$ cat src/verilog/reg_status_pkg.sv
// shared sizes for the register status block
// covers the architectural register file, the dispatch group and the
// compact reorder buffer
`default_nettype none

package reg_status_pkg;

	// architectural registers and the width of a register index
	localparam int num_regs = 8;
	localparam int reg_bits = 3;

	// dispatch slots per cycle, which is also the number of commit ports
	localparam int num_slots = 3;

	// reorder buffer depth and the width of a rob id
	// the wrap bit of the head and tail pointers stays inside the rob control
	localparam int rob_entries = 8;
	localparam int rob_bits = 3;

endpackage

`default_nettype wire

$ cat src/verilog/rob_control.sv
// reorder buffer bookkeeping for the register status block
// holds head and tail pointers and the per-entry valid, done, rfw and target
// gives ids to the dispatch group, commits up to three entries in order
// and rewinds the tail on a branch miss
`timescale 1ns/1ns
`default_nettype none

module rob_control (
	input  wire clk,
	input  wire rst,
	input  wire [reg_status_pkg::num_slots-1:0] slot_v,
	input  wire [reg_status_pkg::num_slots-1:0] slot_rfw,
	input  wire [reg_status_pkg::reg_bits-1:0] slot_rd0, slot_rd1, slot_rd2,
	input  wire done_v,
	input  wire [reg_status_pkg::rob_bits-1:0] done_id,
	input  wire branchmiss,
	input  wire [reg_status_pkg::rob_bits-1:0] miss_id,
	output logic dispatch_ready,
	output logic [reg_status_pkg::rob_bits:0] rob_count,
	output logic [reg_status_pkg::num_slots-1:0] alloc_v,
	output logic [reg_status_pkg::rob_bits-1:0] alloc_id0, alloc_id1, alloc_id2,
	output logic commit0_v, commit1_v, commit2_v,
	output logic [reg_status_pkg::rob_bits-1:0] commit0_id, commit1_id, commit2_id,
	output logic [reg_status_pkg::reg_bits-1:0] commit0_tgt, commit1_tgt, commit2_tgt,
	output logic [reg_status_pkg::rob_entries-1:0] live_mask,
	output logic [reg_status_pkg::rob_entries-1:0] rob_rfw,
	output logic [reg_status_pkg::rob_entries-1:0][reg_status_pkg::reg_bits-1:0] rob_tgt
);

	// pointers carry one wrap bit above the id so a full rob differs from empty
	logic [reg_status_pkg::rob_bits:0] head;
	logic [reg_status_pkg::rob_bits:0] tail;
	logic [reg_status_pkg::rob_bits:0] miss_tail;
	logic [reg_status_pkg::rob_bits:0] n_commit;
	logic [reg_status_pkg::rob_bits:0] n_alloc;
	logic [reg_status_pkg::rob_bits-1:0] head_id;
	logic [reg_status_pkg::rob_bits-1:0] miss_off;

	// per-entry bookkeeping
	logic [reg_status_pkg::rob_entries-1:0] ent_v;
	logic [reg_status_pkg::rob_entries-1:0] ent_done;
	logic [reg_status_pkg::rob_entries-1:0] ent_rfw;
	logic [reg_status_pkg::rob_entries-1:0][reg_status_pkg::reg_bits-1:0] ent_tgt;

	// per-slot views of the dispatch group and the commit window
	logic accept;
	logic all_done;
	logic [reg_status_pkg::rob_bits-1:0] slot_id [reg_status_pkg::num_slots];
	logic [reg_status_pkg::reg_bits-1:0] slot_rd [reg_status_pkg::num_slots];
	logic [reg_status_pkg::rob_bits-1:0] hid [reg_status_pkg::num_slots];
	logic [reg_status_pkg::num_slots-1:0] ok;
	logic [reg_status_pkg::num_slots-1:0] run;

	assign head_id = head[reg_status_pkg::rob_bits-1:0];
	assign rob_count = tail - head;
	assign rob_rfw = ent_rfw;
	assign rob_tgt = ent_tgt;
	assign slot_rd[0] = slot_rd0;
	assign slot_rd[1] = slot_rd1;
	assign slot_rd[2] = slot_rd2;

	// ========================================================================
	// dispatch side
	// ========================================================================

	// a whole group of three must fit, so the source never has to split it
	assign dispatch_ready = rob_count <=
		(reg_status_pkg::rob_bits + 1)'(reg_status_pkg::rob_entries - reg_status_pkg::num_slots);

	always_comb begin
		// a miss cycle never takes new work since the tail is being rewound
		accept = dispatch_ready && !branchmiss;
		alloc_v = slot_v & {reg_status_pkg::num_slots{accept}};
		n_alloc = '0;
		// valid slots take consecutive ids from the tail in slot order
		for (int k = 0; k < reg_status_pkg::num_slots; k++) begin
			slot_id[k] = tail[reg_status_pkg::rob_bits-1:0] +
				n_alloc[reg_status_pkg::rob_bits-1:0];
			n_alloc = n_alloc + (reg_status_pkg::rob_bits + 1)'(alloc_v[k]);
		end
	end

	assign alloc_id0 = slot_id[0];
	assign alloc_id1 = slot_id[1];
	assign alloc_id2 = slot_id[2];

	// ========================================================================
	// branch miss and in-order commit
	// ========================================================================

	always_comb begin
		// distance of the branch from the head, used as its age
		miss_off = miss_id - head_id;
		for (int i = 0; i < reg_status_pkg::rob_entries; i++) begin
			live_mask[i] = ent_v[i] &&
				((reg_status_pkg::rob_bits'(i) - head_id) <= miss_off);
		end
		// the branch itself survives, so the tail lands one past it
		miss_tail = head + (reg_status_pkg::rob_bits + 1)'(miss_off) +
			(reg_status_pkg::rob_bits + 1)'(1);
	end

	always_comb begin
		all_done = 1'b1;
		n_commit = '0;
		for (int k = 0; k < reg_status_pkg::num_slots; k++) begin
			hid[k] = head_id + reg_status_pkg::rob_bits'(k);
			// an entry squashed by a miss in this cycle must not retire
			ok[k] = ent_v[hid[k]] && ent_done[hid[k]] &&
				(!branchmiss || live_mask[hid[k]]);
			// the run stops at the first entry that is not done yet
			all_done = all_done && ok[k];
			run[k] = all_done;
			n_commit = n_commit + (reg_status_pkg::rob_bits + 1)'(all_done);
		end
	end

	// entries that write no register retire without raising commit_v
	// the ids are driven even when idle, commit0_id is always the head
	assign commit0_v = run[0] && ent_rfw[hid[0]];
	assign commit1_v = run[1] && ent_rfw[hid[1]];
	assign commit2_v = run[2] && ent_rfw[hid[2]];
	assign commit0_id = hid[0];
	assign commit1_id = hid[1];
	assign commit2_id = hid[2];
	assign commit0_tgt = ent_tgt[hid[0]];
	assign commit1_tgt = ent_tgt[hid[1]];
	assign commit2_tgt = ent_tgt[hid[2]];

	always_ff @(posedge clk) begin
		if (rst) begin
			head <= '0;
			tail <= '0;
			ent_v <= '0;
			ent_done <= '0;
		end else begin
			head <= head + n_commit;
			if (branchmiss)
				tail <= miss_tail;
			else
				tail <= tail + n_alloc;
			// completion of an entry that was squashed earlier is dropped
			if (done_v && ent_v[done_id])
				ent_done[done_id] <= 1'b1;
			if (branchmiss)
				ent_v <= ent_v & live_mask;
			for (int k = 0; k < reg_status_pkg::num_slots; k++) begin
				if (run[k])
					ent_v[hid[k]] <= 1'b0;
			end
			// new entries are free slots at the tail, never in the commit run
			for (int k = 0; k < reg_status_pkg::num_slots; k++) begin
				if (alloc_v[k]) begin
					ent_v[slot_id[k]] <= 1'b1;
					ent_done[slot_id[k]] <= 1'b0;
				end
			end
		end
	end

	// target fields only mean something while the entry is valid
	always_ff @(posedge clk) begin
		for (int k = 0; k < reg_status_pkg::num_slots; k++) begin
			if (alloc_v[k]) begin
				ent_rfw[slot_id[k]] <= slot_rfw[k];
				ent_tgt[slot_id[k]] <= slot_rd[k];
			end
		end
	end

endmodule

`default_nettype wire

$ cat src/verilog/rollback_scan.sv
// branch miss rollback of the producer map
// finds for each register whether a surviving rob entry writes it
// and the id of the youngest such survivor
`timescale 1ns/1ns
`default_nettype none

module rollback_scan (
	input  wire [reg_status_pkg::rob_entries-1:0] live_mask,
	input  wire [reg_status_pkg::rob_entries-1:0] rob_rfw,
	input  wire [reg_status_pkg::rob_entries-1:0][reg_status_pkg::reg_bits-1:0] rob_tgt,
	input  wire [reg_status_pkg::rob_bits-1:0] head_id,
	output logic [reg_status_pkg::num_regs-1:0] livetarget,
	output logic [reg_status_pkg::rob_bits-1:0] restore_id0, restore_id1,
	output logic [reg_status_pkg::rob_bits-1:0] restore_id2, restore_id3,
	output logic [reg_status_pkg::rob_bits-1:0] restore_id4, restore_id5,
	output logic [reg_status_pkg::rob_bits-1:0] restore_id6, restore_id7
);

	logic [reg_status_pkg::rob_bits-1:0] restore_tab [reg_status_pkg::num_regs];

	// walk from the head toward the tail so that a later hit overwrites an
	// earlier one, leaving the youngest survivor for each register
	always_comb begin
		logic [reg_status_pkg::rob_bits-1:0] idx;
		livetarget = '0;
		for (int r = 0; r < reg_status_pkg::num_regs; r++) begin
			restore_tab[r] = '0;
		end
		for (int k = 0; k < reg_status_pkg::rob_entries; k++) begin
			idx = head_id + reg_status_pkg::rob_bits'(k);
			// squashed and non-writing entries leave the map alone
			if (live_mask[idx] && rob_rfw[idx]) begin
				livetarget[rob_tgt[idx]] = 1'b1;
				restore_tab[rob_tgt[idx]] = idx;
			end
		end
	end

	assign restore_id0 = restore_tab[0];
	assign restore_id1 = restore_tab[1];
	assign restore_id2 = restore_tab[2];
	assign restore_id3 = restore_tab[3];
	assign restore_id4 = restore_tab[4];
	assign restore_id5 = restore_tab[5];
	assign restore_id6 = restore_tab[6];
	assign restore_id7 = restore_tab[7];

endmodule

`default_nettype wire

$ cat src/verilog/producer_map.sv
// newest producer table, one rob id per architectural register
// written at dispatch with the later slot winning, restored on a branch miss
`timescale 1ns/1ns
`default_nettype none

module producer_map (
	input  wire clk,
	input  wire rst,
	input  wire [reg_status_pkg::num_slots-1:0] alloc_v,
	input  wire [reg_status_pkg::rob_bits-1:0] alloc_id0, alloc_id1, alloc_id2,
	input  wire [reg_status_pkg::num_slots-1:0] slot_rfw,
	input  wire [reg_status_pkg::reg_bits-1:0] slot_rd0, slot_rd1, slot_rd2,
	input  wire branchmiss,
	input  wire [reg_status_pkg::num_regs-1:0] livetarget,
	input  wire [reg_status_pkg::rob_bits-1:0] restore_id0, restore_id1,
	input  wire [reg_status_pkg::rob_bits-1:0] restore_id2, restore_id3,
	input  wire [reg_status_pkg::rob_bits-1:0] restore_id4, restore_id5,
	input  wire [reg_status_pkg::rob_bits-1:0] restore_id6, restore_id7,
	output logic [reg_status_pkg::rob_bits-1:0] src_id0, src_id1, src_id2, src_id3,
	output logic [reg_status_pkg::rob_bits-1:0] src_id4, src_id5, src_id6, src_id7
);

	logic [reg_status_pkg::rob_bits-1:0] src_tab [reg_status_pkg::num_regs];
	logic [reg_status_pkg::rob_bits-1:0] restore_tab [reg_status_pkg::num_regs];
	logic [reg_status_pkg::rob_bits-1:0] slot_id [reg_status_pkg::num_slots];
	logic [reg_status_pkg::reg_bits-1:0] slot_rd [reg_status_pkg::num_slots];

	assign slot_id = '{alloc_id0, alloc_id1, alloc_id2};
	assign slot_rd = '{slot_rd0, slot_rd1, slot_rd2};
	assign restore_tab = '{restore_id0, restore_id1, restore_id2, restore_id3,
		restore_id4, restore_id5, restore_id6, restore_id7};

	always_ff @(posedge clk) begin
		if (rst) begin
			for (int r = 0; r < reg_status_pkg::num_regs; r++) begin
				src_tab[r] <= '0;
			end
		end else if (branchmiss) begin
			// registers with no survivor keep a stale id, their valid bit is set
			for (int r = 0; r < reg_status_pkg::num_regs; r++) begin
				if (livetarget[r])
					src_tab[r] <= restore_tab[r];
			end
		end else begin
			// slots run oldest first, so the last write to a register wins
			for (int k = 0; k < reg_status_pkg::num_slots; k++) begin
				if (alloc_v[k] && slot_rfw[k])
					src_tab[slot_rd[k]] <= slot_id[k];
			end
		end
	end

	assign src_id0 = src_tab[0];
	assign src_id1 = src_tab[1];
	assign src_id2 = src_tab[2];
	assign src_id3 = src_tab[3];
	assign src_id4 = src_tab[4];
	assign src_id5 = src_tab[5];
	assign src_id6 = src_tab[6];
	assign src_id7 = src_tab[7];

endmodule

`default_nettype wire

$ cat src/verilog/reg_valid_track.sv
// architectural register valid bits
// rf_v is the registered state, reg_is_valid its value after the next edge
// register 0 is hard-wired valid
`timescale 1ns/1ns
`default_nettype none

module reg_valid_track (
	input  wire clk,
	input  wire rst,
	input  wire [reg_status_pkg::num_slots-1:0] alloc_v,
	input  wire [reg_status_pkg::num_slots-1:0] slot_rfw,
	input  wire [reg_status_pkg::reg_bits-1:0] slot_rd0, slot_rd1, slot_rd2,
	input  wire commit0_v, commit1_v, commit2_v,
	input  wire [reg_status_pkg::rob_bits-1:0] commit0_id, commit1_id, commit2_id,
	input  wire [reg_status_pkg::reg_bits-1:0] commit0_tgt, commit1_tgt, commit2_tgt,
	input  wire branchmiss,
	input  wire [reg_status_pkg::num_regs-1:0] livetarget,
	input  wire [reg_status_pkg::rob_bits-1:0] src_id0, src_id1, src_id2, src_id3,
	input  wire [reg_status_pkg::rob_bits-1:0] src_id4, src_id5, src_id6, src_id7,
	input  wire [reg_status_pkg::rob_bits-1:0] restore_id0, restore_id1,
	input  wire [reg_status_pkg::rob_bits-1:0] restore_id2, restore_id3,
	input  wire [reg_status_pkg::rob_bits-1:0] restore_id4, restore_id5,
	input  wire [reg_status_pkg::rob_bits-1:0] restore_id6, restore_id7,
	output logic [reg_status_pkg::num_regs-1:0] rf_v,
	output logic [reg_status_pkg::num_regs-1:0] reg_is_valid
);

	logic [reg_status_pkg::rob_bits-1:0] src_tab [reg_status_pkg::num_regs];
	logic [reg_status_pkg::rob_bits-1:0] restore_tab [reg_status_pkg::num_regs];
	logic [reg_status_pkg::num_slots-1:0] cv;
	logic [reg_status_pkg::rob_bits-1:0] cid [reg_status_pkg::num_slots];
	logic [reg_status_pkg::reg_bits-1:0] ctgt [reg_status_pkg::num_slots];
	logic [reg_status_pkg::reg_bits-1:0] slot_rd [reg_status_pkg::num_slots];
	logic [reg_status_pkg::num_regs-1:0] nxt;

	assign src_tab = '{src_id0, src_id1, src_id2, src_id3,
		src_id4, src_id5, src_id6, src_id7};
	assign restore_tab = '{restore_id0, restore_id1, restore_id2, restore_id3,
		restore_id4, restore_id5, restore_id6, restore_id7};
	assign cv = {commit2_v, commit1_v, commit0_v};
	assign cid = '{commit0_id, commit1_id, commit2_id};
	assign ctgt = '{commit0_tgt, commit1_tgt, commit2_tgt};
	assign slot_rd = '{slot_rd0, slot_rd1, slot_rd2};

	// ========================================================================
	// look-ahead value, read by the read-through register file
	// ========================================================================

	always_comb begin
		logic [reg_status_pkg::rob_bits-1:0] prod;
		nxt = rf_v;
		// a register whose producers were all squashed holds its final value
		if (branchmiss)
			nxt = nxt | ~livetarget;
		for (int k = 0; k < reg_status_pkg::num_slots; k++) begin
			// in a miss cycle the commit is checked against the restored producer
			if (branchmiss && livetarget[ctgt[k]])
				prod = restore_tab[ctgt[k]];
			else
				prod = src_tab[ctgt[k]];
			// only the newest producer may validate, an older one leaves it pending
			if (cv[k] && prod == cid[k])
				nxt[ctgt[k]] = 1'b1;
		end
		nxt[0] = 1'b1;
	end

	assign reg_is_valid = nxt;

	// ========================================================================
	// registered valid bits
	// ========================================================================

	always_ff @(posedge clk) begin
		if (rst) begin
			rf_v <= '1;
		end else begin
			rf_v <= nxt;
			// dispatch comes after commit so a new writer of the same register wins
			if (!branchmiss) begin
				for (int k = 0; k < reg_status_pkg::num_slots; k++) begin
					if (alloc_v[k] && slot_rfw[k] && slot_rd[k] != '0)
						rf_v[slot_rd[k]] <= 1'b0;
				end
			end
		end
	end

endmodule

`default_nettype wire

$ cat src/verilog/reg_status_top.sv
// register status subsystem of a three-wide out-of-order core
// ties the rob control, the rollback scan, the producer map and the
// register valid tracking to the outside ports
`timescale 1ns/1ns
`default_nettype none

module reg_status_top (
	input  wire clk,
	input  wire rst,
	input  wire [reg_status_pkg::num_slots-1:0] slot_v,
	input  wire [reg_status_pkg::num_slots-1:0] slot_rfw,
	input  wire [reg_status_pkg::reg_bits-1:0] slot_rd0, slot_rd1, slot_rd2,
	input  wire done_v,
	input  wire [reg_status_pkg::rob_bits-1:0] done_id,
	input  wire branchmiss,
	input  wire [reg_status_pkg::rob_bits-1:0] miss_id,
	output logic dispatch_ready,
	output logic [reg_status_pkg::num_regs-1:0] rf_v,
	output logic [reg_status_pkg::num_regs-1:0] reg_is_valid,
	output logic [reg_status_pkg::rob_bits:0] rob_count
);

	// dispatch group after acceptance
	wire [reg_status_pkg::num_slots-1:0] alloc_v;
	wire [reg_status_pkg::rob_bits-1:0] alloc_id0, alloc_id1, alloc_id2;

	// commit ports, commit0_id doubles as the head id for the rollback scan
	wire commit0_v, commit1_v, commit2_v;
	wire [reg_status_pkg::rob_bits-1:0] commit0_id, commit1_id, commit2_id;
	wire [reg_status_pkg::reg_bits-1:0] commit0_tgt, commit1_tgt, commit2_tgt;

	// rob contents seen by the rollback scan
	wire [reg_status_pkg::rob_entries-1:0] live_mask;
	wire [reg_status_pkg::rob_entries-1:0] rob_rfw;
	wire [reg_status_pkg::rob_entries-1:0][reg_status_pkg::reg_bits-1:0] rob_tgt;

	// rollback results and the current producer ids
	wire [reg_status_pkg::num_regs-1:0] livetarget;
	wire [reg_status_pkg::rob_bits-1:0] restore_id0, restore_id1, restore_id2, restore_id3;
	wire [reg_status_pkg::rob_bits-1:0] restore_id4, restore_id5, restore_id6, restore_id7;
	wire [reg_status_pkg::rob_bits-1:0] src_id0, src_id1, src_id2, src_id3;
	wire [reg_status_pkg::rob_bits-1:0] src_id4, src_id5, src_id6, src_id7;

	rob_control i_rob_control (
		.clk, .rst, .slot_v, .slot_rfw, .slot_rd0, .slot_rd1, .slot_rd2,
		.done_v, .done_id, .branchmiss, .miss_id,
		.dispatch_ready, .rob_count, .alloc_v, .alloc_id0, .alloc_id1, .alloc_id2,
		.commit0_v, .commit1_v, .commit2_v, .commit0_id, .commit1_id, .commit2_id,
		.commit0_tgt, .commit1_tgt, .commit2_tgt, .live_mask, .rob_rfw, .rob_tgt
	);

	rollback_scan i_rollback_scan (
		.live_mask, .rob_rfw, .rob_tgt, .head_id(commit0_id), .livetarget,
		.restore_id0, .restore_id1, .restore_id2, .restore_id3,
		.restore_id4, .restore_id5, .restore_id6, .restore_id7
	);

	producer_map i_producer_map (
		.clk, .rst, .alloc_v, .alloc_id0, .alloc_id1, .alloc_id2,
		.slot_rfw, .slot_rd0, .slot_rd1, .slot_rd2, .branchmiss, .livetarget,
		.restore_id0, .restore_id1, .restore_id2, .restore_id3,
		.restore_id4, .restore_id5, .restore_id6, .restore_id7,
		.src_id0, .src_id1, .src_id2, .src_id3,
		.src_id4, .src_id5, .src_id6, .src_id7
	);

	reg_valid_track i_reg_valid_track (
		.clk, .rst, .alloc_v, .slot_rfw, .slot_rd0, .slot_rd1, .slot_rd2,
		.commit0_v, .commit1_v, .commit2_v, .commit0_id, .commit1_id, .commit2_id,
		.commit0_tgt, .commit1_tgt, .commit2_tgt, .branchmiss, .livetarget,
		.src_id0, .src_id1, .src_id2, .src_id3,
		.src_id4, .src_id5, .src_id6, .src_id7,
		.restore_id0, .restore_id1, .restore_id2, .restore_id3,
		.restore_id4, .restore_id5, .restore_id6, .restore_id7,
		.rf_v, .reg_is_valid
	);

endmodule

`default_nettype wire

$ cat config.mk
export PLATFORM = sky130hd
export DESIGN_NAME = reg_status_top
export DESIGN_NICKNAME = d
export VERILOG_FILES = /design/src/verilog/reg_status_pkg.sv /design/src/verilog/rob_control.sv /design/src/verilog/rollback_scan.sv /design/src/verilog/producer_map.sv /design/src/verilog/reg_valid_track.sv /design/src/verilog/reg_status_top.sv
export SDC_FILE = /design/constraint.sdc
export NUM_CORES = 1
export LEC_CHECK = 0
export ABC_CLOCK_PERIOD_IN_PS = 7850
export BUFFER_PORTS_ARGS = -buffer_cell sky130_fd_sc_hd__buf_2
export CAP_MARGIN = 15
export CORE_MARGIN = 1
export CORE_UTILIZATION = 45
export CTS_CLUSTER_SIZE = 14
export DETAILED_ROUTE_END_ITERATION = 6
export HOLD_SLACK_MARGIN = 0.02
export MAX_ROUTING_LAYER = met4
export SYNTH_ARGS = -nofsm -noshare
export SYNTH_HDL_FRONTEND = slang
export SYNTH_SLANG_ARGS = --single-unit
$ cat constraint.sdc
create_clock -name clk -period 7.85 [get_ports clk]
set_input_delay 0.785 -clock clk [delete_from_list [all_inputs] [get_ports clk]]
set_output_delay 0.785 -clock clk [all_outputs]
set_load 0.05 [all_outputs]
# After elaboration in Yosys (flattened, before gate mapping)
# Memories as Yosys holds them, arrays and structs flattened.
# Index checks and enable logic that the tools add are counted.
# Widths: inputs -> output; s select.
[op_classes] n_addsub=27 order_cmp=66 n_eq_ne=3 mux=278 n_bitwise=53 n_reduce_logical=78
[op_table] op="$mux 8" n=43
[op_table] op="$mux 24" n=11
[op_table] op="$bwmux 24" n=10
[op_table] op="$mux 3" n=48
[op_table] op="$bmux 3 s3" n=14
[op_table] op="$or 8x8->8" n=15
[op_table] op="$demux 3 s3" n=11
[op_table] op="$mux 1" n=93
[op_table] op="$lt 3x4->1 const B" n=23
[op_table] op="$and 8x8->8" n=10
[op_table] op="$not 8->8" n=10
[op_table] op="$bmux 1 s3" n=26
[op_table] op="$logic_and 1x1->1" n=67
[op_table] op="$demux 1 s3" n=18
[op_table] op="$ge 3x1->1 const B" n=18
[op_table] op="$ge 4x4->1 const B" n=8
[op_table] op="$lt 4x1->1 const B" n=8
[op_table] op="$not 3->4" n=8
[op_table] op="$and 24x24->24" n=1
[op_table] op="$bwmux 8" n=3
[op_table] op="$le 3x3->1" n=8
[op_table] op="$add 3x3->3 const B" n=4
[op_table] op="$sub 3x3->3 const A" n=4
[op_table] op="$eq 3x3->1" n=3
[op_table] op="22 further kinds" n=41
[word_totals] regBits=64 mem_bits_rw=24 inputBits=25 out_inout_bits=21 memories=1
[mem_list] memory="i_producer_map.src_tab" depth=8 width=3 rd=8 rd_clocked_by_memory_dff=0 write_ports=8 line_no="producer_map.sv:23" text="logic [reg_status_pkg::rob_bits-1:0] src_tab [reg_status_pkg::num_regs];"

# Logic depth before layout (Yosys ltp)
[logic_depth] ltp_word=45 mapped_depth=30 mapped_depth_nobuf=23

# Modules after synthesis
# A second synthesis with hierarchy kept.
[hier_totals] cells_unflattened=1845 hier_area_um2=15015.7
[by_module_without_submodules] module="rob_control" instances=1 cells_each=673 area_each_um2=5434.0 seq_area_each_um2=1121.1
[by_module_without_submodules] module="rollback_scan" instances=1 cells_each=660 area_each_um2=4902.2 seq_area_each_um2=0.0
[by_module_without_submodules] module="reg_valid_track" instances=1 cells_each=297 area_each_um2=2628.8 seq_area_each_um2=160.2
[by_module_without_submodules] module="producer_map" instances=1 cells_each=215 area_each_um2=2050.7 seq_area_each_um2=720.7

# Least setup slack after synthesis
# Ideal clock, no wire load.
[synth_timing] path_kind="register to output" from="reg i_rob_control.head[1] (netlist name)" to="out reg_is_valid[1] (netlist name)" arrival_ns=6.899 t_required_ns=7.065 slack_ns=0.166 path_stages_with_launch=26 n_path_buf=6 path_cell_list="dfxtp_1 buf_2 inv_1 clkbuf_1 ha_1 buf_2 buf_2 inv_1 clkbuf_1 ha_1 nor2b_1 or3_1 a31oi_1 a2111oi_0 a31oi_4 o2bb2a_4 clkbuf_1 nor3_1 a2111oi_0 a32o_1 o221ai_1 nor3_1 xnor2_1 o31ai_4 nand2_1 o211ai_1"
[synth_via] elab_chain_len=34 word_cells_on_any_way=278 classes_between="16 x add/sub; 40 x order compare; 3 x eq/ne; 146 x mux; 21 x bitwise; 52 x reduce/logical"
[synth_rtl] item="start, declared" line_no="rob_control.sv:31" text="logic [reg_status_pkg::rob_bits:0] head;"
[synth_rtl] item="start signal, assigned" line_no="rob_control.sv:137" text="head <= head + n_commit;"
[synth_rtl] item="parallel branches: the longest is 33 deep, another holds $ge 4x4->1"
[synth_rtl] item="$mux 8 (*)" line_no="reg_valid_track.sv:62" text="if (cv[k] && prod == cid[k])"
[synth_rtl] item="end, declared" line_no="reg_status_top.sv:19" text="output logic [reg_status_pkg::num_regs-1:0] reg_is_valid,"
# Every way passes the cells marked *. The select of a mux whose other input is x is not followed.

# Final worst setup path
[layout_timing] from="in miss_id[0] (netlist name)" to="out reg_is_valid[4] (netlist name)"
[layout_via] elab_chain_len=32 word_cells_on_any_way=118 classes_between="1 x add/sub; 8 x order compare; 3 x eq/ne; 61 x mux; 12 x bitwise; 33 x reduce/logical"
[layout_rtl] item="start, declared" line_no="reg_status_top.sv:16" text="input wire [reg_status_pkg::rob_bits-1:0] miss_id,"
[layout_rtl] item="$sub 3x3->3 (*)" line_no="rob_control.sv:93" text="miss_off = miss_id - head_id;"
[layout_rtl] item="$le 3x3->1" line_no="rob_control.sv:96" text="((reg_status_pkg::rob_bits'(i) - head_id) <= miss_off);"
[layout_rtl] item="$logic_and 1x1->1" line_no="rob_control.sv:95" text="live_mask[i] = ent_v[i] &&"
[layout_rtl] item="$bmux 1 s3" line_no="rob_control.sv:110, rollback_scan.sv:32"
[layout_rtl] item="$mux 1 (not written as such)" line_no="rob_control.sv:110, rollback_scan.sv:32"
[layout_rtl] item="$logic_and 1x1->1" line_no="rollback_scan.sv:32" text="if (live_mask[idx] && rob_rfw[idx]) begin"
[layout_rtl] item="$mux 24 or $mux 8 (tied branches)" line_no="rollback_scan.sv:32"
[layout_rtl] item="$bwmux 24 or $or 8x8->8 (tied branches)"
[layout_rtl] item="[... 16 more ...]"
[layout_rtl] item="$mux 3" line_no="reg_valid_track.sv:57" text="if (branchmiss && livetarget[ctgt[k]])"
[layout_rtl] item="$eq 3x3->1" line_no="reg_valid_track.sv:62"
[layout_rtl] item="$logic_and 1x1->1" line_no="reg_valid_track.sv:62"
[layout_rtl] item="$mux 8" line_no="reg_valid_track.sv:62"
[layout_rtl] item="$or 8x8->8 (no source line)"
[layout_rtl] item="$mux 8" line_no="reg_valid_track.sv:62"
[layout_rtl] item="$or 8x8->8 (no source line)"
[layout_rtl] item="$mux 8 (*)" line_no="reg_valid_track.sv:62"
# Mark *: on every way between the ends. The rest lies on a longest branch, timed or not. The select of a mux whose other input is x is not followed.

==> impl_metrics.toml <==
[status]
status = "finished with violations"
violations = "design-rule violations"

[power_and_ir_drop]
power_leakage_nw = 5.848
finalPower_mw = 3.836
p_per_area_mw_per_mm2 = 238.3
vdd_drop_max_mv = 0.2697

[clock_network]
clk_latency_ns = 0.36
clk_path_buf_depth = 2
root_buffer = "clkbuf_16"
clock_sinks = 88
h-tree-depth = 3
ctsHoldBuffers = 0
cts-buffers-inserted = 9
cts_tree = "done"
cts.clk_slew.worst_paths_ns = 0.08

[timing]
fin_crit_ns = 7.717
finalCritPeriodShare_pct = 98.30
slew_headroom_pct = 21.13
holdWs_ns = 0.5556
setup_tns_ns = 0
rsz0062_at_grt = "no"
skew_ns = 0.01046
fmax_mhz = 129.6
setup_viol = 0
slew_viol_final = 0
worst_pin_slew_ns = 1.174
hold_viol = 0

[yosys]
async_flop_share_pct = 0
syn_area_mm2 = 0.01411
yosysSeqAreaShare_pct = 14.19
synth.distinct_cells = 111
synth_area_leaders = "dfxtp_1 9.1%, nand2_1 6.8%, nor2_1 6.2%"
ys_warn_count = 0
ys.flop_type = "dfxtp_1"
synth-seq-cells = 88
synth_area_per_cell_um2 = 7.104
synthCells = 1986
synth_edf_count = 24
yosysTopAreaCell = "dfxtp_1"
synth_top_area_share_pct = 9.081

[global_routing]
grt_pass1_vias = 17330
grt_max_degree = 109
antenna_found_initial = 2
track_usage_pct = 52.07
grt_pass1_wl_um = 116700
grt-ovfl-total = 0

[final_layout]
syn_to_final_growth_pct = 14.09
drive_gt1_share_pct = 18.80
final_core_util_pct = 52.35
fill_cells = 3034
design_area_mm2 = 0.01610
final_cell_mix = "254 x nand2_1, 231 x nor2_1, 169 x buf_4"
nNetsFinal = 2142
multiInputGateArea_mm2 = 0.01160
area.sequential_mm2 = 0.002007
final_common_cell = "nand2_1"

[route]
routed_wl_um = 81780
drt.antenna.violating_nets = 0
first_iter_violations = 3294
drt_first_pass_iters = 7
drc_errors = 4
via_per_inst = 7.610
wl_per_cell_um = 32.86
vias = 18940

[place]
placed_area_mm2 = 0.01555
globalplace.congestion = 1.171
io_buffers = 44
dp_hpwl_um = 64080

[worst_hold_path]
hp-start = "i_rob_control.ent_done[2]"
min_to = "i_rob_control.ent_done[2]"
holdPathStages = 2
hold_class = "reg2reg"

[worst_setup_path]
crit_start = "miss_id[0]"
reg2reg_slack_ns = 1.37
timing.rr.end = "i_reg_valid_track.rf_v[6]"
worstPathRequired_ns = 7.07
cp_max_fo = 12
start_kind = "input pin"
reg2reg_depth = 21
crit_arrival_ns = 6.93
end_kind = "primary output"
critPathKind = "in2out"
r2r_start = "i_rob_control.head[0]"

[flow_run]
cap_violations = 0

[floorplanning]
start_util_pct = 45.88
rows = 64
pin_count = 46
die_area_mm2 = 0.03206
die_w_um = 179.1
core_area_mm2 = 0.03075
die-height_um = 179.1
## per-stage QoR
stage | cells | worst slack [ns]
final | 2489 | 0.1335
after global routing | 2488 | 0.02639
after CTS | 2479 | 0.007663
after detailed placement | 2463 | -0.08860
after global placement | 2463 | -0.06245
after floorplan | 1987 | 0.1661
## sequential cells by signal, summed over array words and instances (netlist names)
signal	flops
i_producer_map.src_tab	24
i_rob_control.ent_v	8
i_rob_control.tail	4
i_rob_control.rob_tgt	24
i_reg_valid_track.rf_v	8
i_rob_control.head	4
i_rob_control.ent_done	8
i_rob_control.rob_rfw	8
## cells in the mapped netlist (24+ instances only)
| cell type | n |
|---|---|
| a211oi_1 | 24 |
| a21oi_1 | 128 |
| a221oi_1 | 24 |
| a22oi_1 | 35 |
| a31oi_1 | 35 |
| and2_1 | 29 |
| and3_1 | 28 |
| clkbuf_1 | 80 |
| dfxtp_1 | 64 |
| edfxtp_1 | 24 |
| ha_1 | 24 |
| inv_1 | 37 |
| mux2_2 | 36 |
| mux2i_1 | 77 |
| mux4_2 | 27 |
| nand2_1 | 255 |
| nand3_1 | 91 |
| nand4_1 | 31 |
| nor2_1 | 233 |
| nor3_1 | 79 |
| o211ai_1 | 42 |
| o21ai_0 | 97 |
| o22ai_1 | 45 |
## per-layer routing
| metal | track usage, % | up-vias | wire [um] |
|---|---|---|---|
| met2 | 74.23 | 1768 | 33490 |
| met3 | 14.74 | 449 | 11980 |
| met4 | 32.66 | 0 | 6417 |
| met1 | 64.23 | 8850 | 29890 |
| li1 | - | 7874 | - |
| met5 | - | - | 0 |
## critical path, cell delays in order
cell	delay (ns)
buf_2	0.11
inv_1	0.07
ha_2	0.24
fa_2	0.53
ha_1	0.38
nor2b_2	0.22
or3_1	0.34
a31oi_1	0.30
a211o_1	0.20
and3_1	0.23
or2_1	0.21
buf_4	0.26
o211ai_1	0.20
buf_4	0.25
and4_1	0.31
a221o_1	0.38
or3_4	0.38
nor4_2	0.37
o21ai_1	0.15
o2111a_1	0.23
a32oi_1	0.29
buf_4	0.20
nand3_1	0.08
buf_2	0.22
## area by class of cell
class / count / share of cell area [%]
multi-input cells: 1732 / 72.05
flip-flops and latches: 88 / 12.47
repair buffers: 215 / 9.530
well taps: 396 / 3.078
clock buffers: 10 / 1.555
inverters: 39 / 0.9094
clock inverters: 6 / 0.3653
diodes: 3 / 0.04664
## worst max path at each step
| stage | depth (start not counted) | slack, ns | endpoint |
|---|---|---|---|
| 3_3_place_gp | 29 | -0.06 | reg_is_valid[4] |
| 2_1_floorplan | 25 | 0.17 | reg_is_valid[1] |
| 4_1_cts | 28 | 0.008 | reg_is_valid[4] |
| 5_1_grt | 24 | 0.03 | reg_is_valid[4] |
| 3_5_place_dp | 28 | -0.09 | reg_is_valid[4] |
| 6_report | 24 | 0.13 | reg_is_valid[4] |
## what timing repair did
action / 4_1_cts / 5_1_grt
setup endpoints to repair: 4 / 7
gates resized for setup: 5 / 34
pin swaps: 0 / 5
setup buffers: 0 / 7
## cell families after synthesis
kind of cell | after synthesis | synth area share [%]
buffers and inverters | 167 | 5.020
adder cells (fa/ha/maj) | 37 | 3.627
multiplexers | 140 | 12.65
AND/OR/NAND/NOR | 886 | 29.94
AO/OA/AOI/OAI | 640 | 32.77
flip-flops | 88 | 14.19
other | 1 | 0.02658
XOR/XNOR | 27 | 1.783
## where the power goes
group	internal [mW]	total [mW]	switching [mW]
Clock	0.241	0.451	0.210
Combinational	0.885	2.64	1.76
Sequential	0.563	0.740	0.177
Total	1.69	3.84	2.15
Note: power is estimated with default switching activity, not from simulation.
